## src/pwrPkg.sv

```systemverilog
// Shared types and constants for the power shutoff controller
// Sequencer states, host register map and the domain control bundle
// Every RTL file refers to these through scoped pwrPkg:: names
package pwrPkg;

  // ------------------------------
  // Sizes and timing
  // ------------------------------

  // Width of the domain activity counter and of the retained word
  localparam int unsigned domainWidth = 8;

  // Stabilisation counter width
  localparam int unsigned stableCntWidth = 5;
  // Cycles spent in stPwrOn2 before the restore pulse
  localparam logic [stableCntWidth-1:0] stableCycles = 5'd28;

  // ------------------------------
  // Sequencer states
  // ------------------------------
  typedef enum logic [3:0] {
    stInit,
    stClkOff,
    stWait1,
    stIsolate,
    stSaveEdge,
    stPrePwrOff,
    stPwrOff,
    stPwrOn1,
    stPwrOn2,
    stRestoreEdge,
    stWait2,
    stDeIsolate,
    stClkOn,
    stWait3,
    stRstClr
  } pwrState;

  // Host register map, one bit per register
  typedef enum logic [0:0] {
    addrCtrl   = 1'b0,
    addrStatus = 1'b1
  } regAddr;

  // Domain control bundle, all fields active as named
  typedef struct packed {
    logic gateClk;
    logic isolate;
    logic rstnNonSrpg;
    logic saveEdge;
    logic restoreEdge;
    logic pwr1On;
    logic pwr2On;
  } pwrCtrl;

endpackage

```

## src/pwrRegs.sv

```systemverilog
// Host side control and status registers for the shutoff controller
// Host writes the shutdown request bit, the sequencer sets and clears status
// Read data is a plain combinational mux on the read address
`timescale 1ns/1ps

module pwrRegs (
  input  logic           pclk11,
  input  logic           nprst11,
  input  logic           wrEn,
  input  pwrPkg::regAddr wrAddr,
  input  logic           wrData,
  input  pwrPkg::regAddr rdAddr,
  output logic           rdData,
  input  logic           setStatus,
  input  logic           clrStatus,
  output logic           l1Req
);

  // Domain off status, owned by the sequencer
  logic statusOff;

  // Shutdown request bit
  // Only a write to addrCtrl reaches it
  always_ff @(posedge pclk11 or negedge nprst11)
  begin
    if (!nprst11)
      l1Req <= 1'b0;
    else if (wrEn && (wrAddr == pwrPkg::addrCtrl))
      l1Req <= wrData;
  end

  // Status bit
  // Host writes to addrStatus are ignored, read only from the host side
  // Set and clear never coincide, set is checked first anyway
  always_ff @(posedge pclk11 or negedge nprst11)
  begin
    if (!nprst11)
      statusOff <= 1'b0;
    else if (setStatus)
      statusOff <= 1'b1;
    else if (clrStatus)
      statusOff <= 1'b0;
  end

  // Read mux
  always_comb
  begin
    case (rdAddr)
      pwrPkg::addrCtrl:   rdData = l1Req;
      pwrPkg::addrStatus: rdData = statusOff;
      default:            rdData = 1'b0;
    endcase
  end

endmodule

```

## src/pwrSeq.sv

```systemverilog
// Power shutoff sequencer for one switchable domain
// Walks clock gating, isolation, save, power off, power on, restore and release
// Control outputs are registered from the next state so each one moves
// at the edge that enters its state
`timescale 1ns/1ps

module pwrSeq (
  input  logic           pclk11,
  input  logic           nprst11,
  input  logic           l1Req,
  output logic           setStatus,
  output logic           clrStatus,
  output pwrPkg::pwrCtrl domCtrl
);

  pwrPkg::pwrState currentState;
  pwrPkg::pwrState nextState;

  // Stabilisation count while in stPwrOn2
  logic [pwrPkg::stableCntWidth-1:0] stableCnt;

  // Registered control levels
  logic gateClkQ;
  logic isolateQ;
  logic rstnQ;
  logic saveQ;
  logic restoreQ;
  logic pwr1Q;
  logic pwr2Q;

  // ------------------------------
  // Next-state decode
  // ------------------------------
  always_comb
  begin
    case (currentState)
      // Start shutoff once the host raises the request
      pwrPkg::stInit:
        nextState = l1Req ? pwrPkg::stClkOff : pwrPkg::stInit;
      pwrPkg::stClkOff:      nextState = pwrPkg::stWait1;
      // One cycle for the clock gate to settle
      pwrPkg::stWait1:       nextState = pwrPkg::stIsolate;
      pwrPkg::stIsolate:     nextState = pwrPkg::stSaveEdge;
      pwrPkg::stSaveEdge:    nextState = pwrPkg::stPrePwrOff;
      pwrPkg::stPrePwrOff:   nextState = pwrPkg::stPwrOff;
      // Held off until the host drops the request
      pwrPkg::stPwrOff:
        nextState = l1Req ? pwrPkg::stPwrOff : pwrPkg::stPwrOn1;
      pwrPkg::stPwrOn1:      nextState = pwrPkg::stPwrOn2;
      // Supply settles for stableCycles cycles
      pwrPkg::stPwrOn2:
        nextState = (stableCnt == pwrPkg::stableCycles) ? pwrPkg::stRestoreEdge
                                                        : pwrPkg::stPwrOn2;
      pwrPkg::stRestoreEdge: nextState = pwrPkg::stWait2;
      pwrPkg::stWait2:       nextState = pwrPkg::stDeIsolate;
      pwrPkg::stDeIsolate:   nextState = pwrPkg::stClkOn;
      pwrPkg::stClkOn:       nextState = pwrPkg::stWait3;
      // Clock runs again before the reset is released
      pwrPkg::stWait3:       nextState = pwrPkg::stRstClr;
      pwrPkg::stRstClr:      nextState = pwrPkg::stInit;
      default:               nextState = pwrPkg::stInit;
    endcase
  end

  always_ff @(posedge pclk11 or negedge nprst11)
  begin
    if (!nprst11)
      currentState <= pwrPkg::stInit;
    else
      currentState <= nextState;
  end

  // ------------------------------
  // Registered domain controls
  // ------------------------------

  // Clock removed from stClkOff up to stDeIsolate
  always_ff @(posedge pclk11 or negedge nprst11)
  begin
    if (!nprst11)
      gateClkQ <= 1'b0;
    else
      gateClkQ <= !(nextState inside {pwrPkg::stClkOn, pwrPkg::stWait3,
                                      pwrPkg::stRstClr, pwrPkg::stInit});
  end

  // Outputs clamped from stIsolate through stWait2
  always_ff @(posedge pclk11 or negedge nprst11)
  begin
    if (!nprst11)
      isolateQ <= 1'b0;
    else
      isolateQ <= nextState inside {pwrPkg::stIsolate, pwrPkg::stSaveEdge,
                                    pwrPkg::stPrePwrOff, pwrPkg::stPwrOff,
                                    pwrPkg::stPwrOn1, pwrPkg::stPwrOn2,
                                    pwrPkg::stRestoreEdge, pwrPkg::stWait2};
  end

  // Non-retained reset held from power off until stRstClr
  always_ff @(posedge pclk11 or negedge nprst11)
  begin
    if (!nprst11)
      rstnQ <= 1'b0;
    else
      rstnQ <= nextState inside {pwrPkg::stInit, pwrPkg::stClkOff, pwrPkg::stWait1,
                                 pwrPkg::stIsolate, pwrPkg::stSaveEdge,
                                 pwrPkg::stPrePwrOff, pwrPkg::stRstClr};
  end

  // Single cycle save and restore pulses
  always_ff @(posedge pclk11 or negedge nprst11)
  begin
    if (!nprst11)
    begin
      saveQ    <= 1'b0;
      restoreQ <= 1'b0;
    end
    else
    begin
      saveQ    <= (nextState == pwrPkg::stSaveEdge);
      restoreQ <= (nextState == pwrPkg::stRestoreEdge);
    end
  end

  // Both switches closed out of reset
  // Switch 1 opens only in stPwrOff, switch 2 closes one state later
  always_ff @(posedge pclk11 or negedge nprst11)
  begin
    if (!nprst11)
    begin
      pwr1Q <= 1'b1;
      pwr2Q <= 1'b1;
    end
    else
    begin
      pwr1Q <= (nextState != pwrPkg::stPwrOff);
      pwr2Q <= !(nextState inside {pwrPkg::stPwrOff, pwrPkg::stPwrOn1});
    end
  end

  // Counts while stPwrOn2 is current or about to be entered
  always_ff @(posedge pclk11 or negedge nprst11)
  begin
    if (!nprst11)
      stableCnt <= '0;
    else if (nextState == pwrPkg::stPwrOn2)
      stableCnt <= stableCnt + 1'b1;
    else
      stableCnt <= '0;
  end

  // ------------------------------
  // Outputs
  // ------------------------------
  assign domCtrl.gateClk     = gateClkQ;
  assign domCtrl.isolate     = isolateQ;
  // Domain reset from either the power sequence or the system reset
  assign domCtrl.rstnNonSrpg = rstnQ & nprst11;
  assign domCtrl.saveEdge    = saveQ;
  assign domCtrl.restoreEdge = restoreQ;
  assign domCtrl.pwr1On      = pwr1Q;
  assign domCtrl.pwr2On      = pwr2Q;

  // Status strobes
  assign setStatus = (nextState == pwrPkg::stClkOff);
  assign clrStatus = (currentState == pwrPkg::stRstClr);

endmodule

```

## src/retentionStore.sv

```systemverilog
// Always-on retention bank for the switchable domain
// Captures the live domain word on the save pulse and keeps it through power off
// The held word feeds the domain's restore load
`timescale 1ns/1ps

module retentionStore (
  input  logic                             pclk11,
  input  logic                             nprst11,
  input  pwrPkg::pwrCtrl                   domCtrl,
  input  logic [pwrPkg::domainWidth-1:0]   domState,
  output logic [pwrPkg::domainWidth-1:0]   savedState
);

  // Held word
  logic [pwrPkg::domainWidth-1:0] heldWord;

  // ------------------------------
  // Capture
  // ------------------------------

  // Sits on the always-on supply
  // Only the system reset clears it, never the domain reset
  always_ff @(posedge pclk11 or negedge nprst11)
  begin
    if (!nprst11)
      heldWord <= '0;
    else if (domCtrl.saveEdge)
      heldWord <= domState;
  end

  // Valid from the cycle after the save pulse
  assign savedState = heldWord;

endmodule

```

## src/gatedDomain.sv

```systemverilog
// Switchable logic domain modelled as an activity counter
// Counts actEn while its clock runs, loses state when power is removed,
// reloads from the retention bank on restore and clamps outputs when isolated
`timescale 1ns/1ps

module gatedDomain (
  input  logic                             pclk11,
  input  logic                             nprst11,
  input  pwrPkg::pwrCtrl                   domCtrl,
  input  logic                             actEn,
  input  logic [pwrPkg::domainWidth-1:0]   savedState,
  output logic [pwrPkg::domainWidth-1:0]   domState,
  output logic [pwrPkg::domainWidth-1:0]   domainCount
);

  logic [pwrPkg::domainWidth-1:0] actCnt;

  // Local clock enable, low while the sequencer gates the clock
  logic clkEn;
  // Domain held in reset with its supply not yet back
  logic powerLost;

  assign clkEn     = !domCtrl.gateClk;
  assign powerLost = !domCtrl.rstnNonSrpg && !domCtrl.pwr2On;

  // ------------------------------
  // Activity counter
  // ------------------------------

  // Contents vanish while power is off
  // Restore reload comes once both switches are closed again
  always_ff @(posedge pclk11 or negedge nprst11)
  begin
    if (!nprst11)
      actCnt <= '0;
    else if (powerLost)
      actCnt <= '0;
    else if (domCtrl.restoreEdge)
      actCnt <= savedState;
    else if (clkEn && actEn)
      actCnt <= actCnt + 1'b1;
  end

  // Live value for the retention bank
  assign domState = actCnt;

  // Isolation clamp to zero
  assign domainCount = domCtrl.isolate ? '0 : actCnt;

endmodule

```

## src/pwrCtrlTop.sv

```systemverilog
// Power shutoff controller top level
// Host registers drive the sequencer, which controls the switchable domain
// and its retention bank, the domain controls are exported for observation
`timescale 1ns/1ps

module pwrCtrlTop (
  input  logic                             pclk11,
  input  logic                             nprst11,
  input  logic                             wrEn,
  input  pwrPkg::regAddr                   wrAddr,
  input  logic                             wrData,
  input  pwrPkg::regAddr                   rdAddr,
  output logic                             rdData,
  input  logic                             actEn,
  output pwrPkg::pwrCtrl                   domCtrl,
  output logic [pwrPkg::domainWidth-1:0]   domainCount
);

  // Register block to sequencer
  logic l1Req;
  logic setStatus;
  logic clrStatus;

  // Domain and retention bank
  logic [pwrPkg::domainWidth-1:0] domState;
  logic [pwrPkg::domainWidth-1:0] savedState;

  pwrRegs uRegs (
    .pclk11    (pclk11),
    .nprst11   (nprst11),
    .wrEn      (wrEn),
    .wrAddr    (wrAddr),
    .wrData    (wrData),
    .rdAddr    (rdAddr),
    .rdData    (rdData),
    .setStatus (setStatus),
    .clrStatus (clrStatus),
    .l1Req     (l1Req)
  );

  pwrSeq uSeq (
    .pclk11    (pclk11),
    .nprst11   (nprst11),
    .l1Req     (l1Req),
    .setStatus (setStatus),
    .clrStatus (clrStatus),
    .domCtrl   (domCtrl)
  );

  retentionStore uStore (
    .pclk11     (pclk11),
    .nprst11    (nprst11),
    .domCtrl    (domCtrl),
    .domState   (domState),
    .savedState (savedState)
  );

  gatedDomain uDomain (
    .pclk11      (pclk11),
    .nprst11     (nprst11),
    .domCtrl     (domCtrl),
    .actEn       (actEn),
    .savedState  (savedState),
    .domState    (domState),
    .domainCount (domainCount)
  );

endmodule

```

## config.mk

```make
export PLATFORM = sky130hd
export DESIGN_NAME = pwrCtrlTop
export DESIGN_NICKNAME = d
export VERILOG_FILES = /design/src/pwrPkg.sv /design/src/pwrRegs.sv /design/src/pwrSeq.sv /design/src/retentionStore.sv /design/src/gatedDomain.sv /design/src/pwrCtrlTop.sv
export SDC_FILE = /design/constraint.sdc
export NUM_CORES = 1
export LEC_CHECK = 0
export ABC_CLOCK_PERIOD_IN_PS = 1700
export BUFFER_PORTS_ARGS = -buffer_cell sky130_fd_sc_hd__buf_2
export CORE_MARGIN = 8
export CORE_UTILIZATION = 55
export DETAILED_ROUTE_END_ITERATION = 16
export GPL_ROUTABILITY_DRIVEN = 0
export GPL_TIMING_DRIVEN = 0
export HOLD_SLACK_MARGIN = 0.02
export PLACE_DENSITY = 0.77
export SLEW_MARGIN = 25
export SYNTH_ARGS = -nofsm -noshare
export SYNTH_HDL_FRONTEND = slang
export SYNTH_SLANG_ARGS = --single-unit
```

## constraint.sdc

```tcl
create_clock -name pclk11 -period 1.7 [get_ports pclk11]
set_clock_uncertainty 0.05 [all_clocks]
set_input_delay 0.34 -clock pclk11 [delete_from_list [all_inputs] [get_ports pclk11]]
set_output_delay 0.34 -clock pclk11 [all_outputs]
set_load 0.02 [all_outputs]
```

==> out/metrics.cfg <==
[status]
status=complete, no violations

[power]
power_density_nw_per_um2=1340
leakagePower_uw=0.000926
ir_worst_vdd_mv=0.903
p_total_uw=2600

[grt]
grt_pass1_wl_microns=5580
grt_util_all_layers_pct=14.3
grt_max_degree=33
antenna_found_initial=0
grt_pass1_vias=1273
gr-total-overflow=0

[logic_synthesis]
yosysWarningCount=0
synthCells=157
synth.avg_cell_area_sq_um=10.8
synth_area_sq_um=1700
synth_top_area_share_pct=47.2
ys_types=39
ys_seq_elements=34
synthFlopType=dfrtp_1
ys_top_cells_by_count=dfrtp_1 (32), nor2b_1 (12), mux2_2 (10)
synth-async-reset-ratio_pct=100
synth_area_leader_cell=dfrtp_1
synth_nets=167
yosysMostFrequentCell=dfrtp_1
synth_area_leaders=dfrtp_1 (47%), mux2_2 (6.6%), nor2b_1 (4.4%), nand2b_1 (3.3%), dfstp_2 (3.1%)
synth_edf_count=0
ys_seq_area_share_pct=50.3

[die]
start_util_pct=56.5
fp.dieW_microns=71.5
io_pins=23
die_h_microns=71.5
rows=20
core_area_sq_um=3000
dieArea_sq_um=5120

[worst_setup_path]
cp.arrival_ns=1.23
r2r_slack_ns=0.16
r2r-start=uSeq.stableCnt[0]
critPathKind=flop to output port
cp-start-kind=flop
crit_path_end_kind=output port
crit_required_ns=1.31
path_max_fanout=6
startpoint=uRegs.l1Req

[clocking]
cts.clk_slew.worst_paths_ns=0.10
clock_path_buffers=2
worst_skew_pair.late_latency_ns=0.35
cts_sinks=34
cts-root-buf=clkbuf_4
cts_buffers=5
cts_max_level=2
cts_tree=built

[finish]
drive_above_1_share_pct=27.0
nNetsFinal=198
fin_util_pct=64.6
antenna_cells=0
area_delta_synth_final_pct=14.4
fin_cells=222

[routing]
drtIter0Drc=100
vias=1222
drt_pass1_iterations=4
via_per_inst=5.50
drt_wl_total_microns=3400
ant_nets=0
wl_per_cell_microns=15.3
drc=0

[timing]
fin_crit_sh_pct=95.1
slew_viol_final=0
min_period_ns=1.62
tightest_slew_ns=0.496
finalHoldViolCount=0
maxSlewHeadroom_pct=67.0
rsz0062_at_grt=no
setup_viol=0
fmax_ghz=0.619

[worst_hold_path]
hp-start=wrData
hp-class=primary input to flop

[place]
placed_cells=212
port_buffers=22
hpwlAfterDp_microns=2250

[flow_run]
drv_cap=0

==> state kept, by name (all words and copies together), names as in the netlist, 4 cells and up <==
name and cells:
uDomain.domState 8, uStore.savedState 8, uSeq.stableCnt 5, uSeq.currentState 4
==> stage by stage <==
stage	setup TNS (ns)	cell area (sq um)	hold WS [ns]	setup slack (ns)
after floorplan	0	1700	-0.00559	0.345
after global placement	-2.03	1850	0.392	-0.267
after detailed placement	-2.43	1850	0.408	-0.317
after CTS	0	1940	0.159	0.0634
after global routing	0	1940	0.173	0.0192
final	0	1940	0.169	0.0835
==> final timing paths <==
check | end | cells past startpoint
worst min register to register | uSeq.stableCnt[0] | 1
worst min-delay path | uRegs.l1Req | 2
max in group asynchronous | uDomain.domState[1] | 3
worst max-delay path | rdData | 2
worst max register to register | uSeq.stableCnt[3] | 5
min in group asynchronous | uSeq.pwr1Q | 2
==> cell families (layout without fill, tap and decap cells) <==
| kind of cell | after synthesis | count (layout) | share of synthesized area (%) |
|---|---|---|---|
| AO/OA/AOI/OAI | 28 | 28 | 12.7 |
| buffers and inverters | 19 | 51 | 5.68 |
| flip-flops | 34 | 34 | 50.3 |
| multiplexers | 11 | 11 | 7.31 |
| adder cells (fa/ha/maj) | 3 | 3 | 2.21 |
| XOR/XNOR | 7 | 7 | 3.62 |
| AND/OR/NAND/NOR | 55 | 55 | 18.2 |
==> worst max-delay path: stages, from the launching register on <==
cell	delay, ns
dfrtp_1	0.45
mux2_2	0.28
buf_2	0.16
==> area by class of cell <==
cell class,instances,area [sq um]
Clock buffer,7,55.1
Clock inverter,1,5.00
Multi-Input combinational cell,104,746
Buffer,13,73.8
Sequential cell,34,853
Tap cell,33,41.3
Fill cell,241,1060
Timing Repair Buffer,24,143
Inverter,6,22.5
==> cells in the final DEF (no fill, tap or decap), types with 2 or more instances in the layout <==
| cell type | n |
|---|---|
| a21o_1 | 3 |
| a21oi_1 | 2 |
| buf_2 | 23 |
| buf_4 | 7 |
| clkbuf_1 | 5 |
| clkbuf_4 | 5 |
| dfrtp_1 | 32 |
| dfstp_2 | 2 |
| ha_1 | 3 |
| inv_1 | 6 |
| mux2_2 | 10 |
| nand2_1 | 7 |
| nand2b_1 | 9 |
| nand3_1 | 3 |
| nor2_1 | 8 |
| nor2b_1 | 12 |
| nor3_1 | 7 |
| o211a_1 | 3 |
| o21a_1 | 4 |
| o21ai_0 | 3 |
| o21ai_1 | 3 |
| o311a_1 | 5 |
| xnor2_1 | 3 |
| xor2_1 | 4 |
==> report_power, final <==
group | internal [uW] | leakage, uW | total (uW) | switching (uW)
clock | 200 | 0.0000353 | 481 | 280
sequential | 998 | 0.000438 | 1160 | 159
combinational | 442 | 0.000452 | 967 | 525
total | 1640 | 0.000926 | 2600 | 963
==> metal layers <==
layer  vias to the layer above  wire length [microns]  global-route usage [%]
li1                        605                      -                       -
met1                       573                   1400                    14.2
met2                        32                   1620                    24.0
met3                        12                    224                    5.16
met4                         0                    152                    11.3
met5                         -                      0                       0
==> repair_timing <==
item | in CTS | in global routing
hold buffers | 2 | 0
endpoints found under the setup margin | 1 | 0
gates resized for setup | 1 | 0
setup buffers | 0 | 0
hold endpoints to repair | 32 | 0
Note: power is estimated with default switching activity, not from simulation.
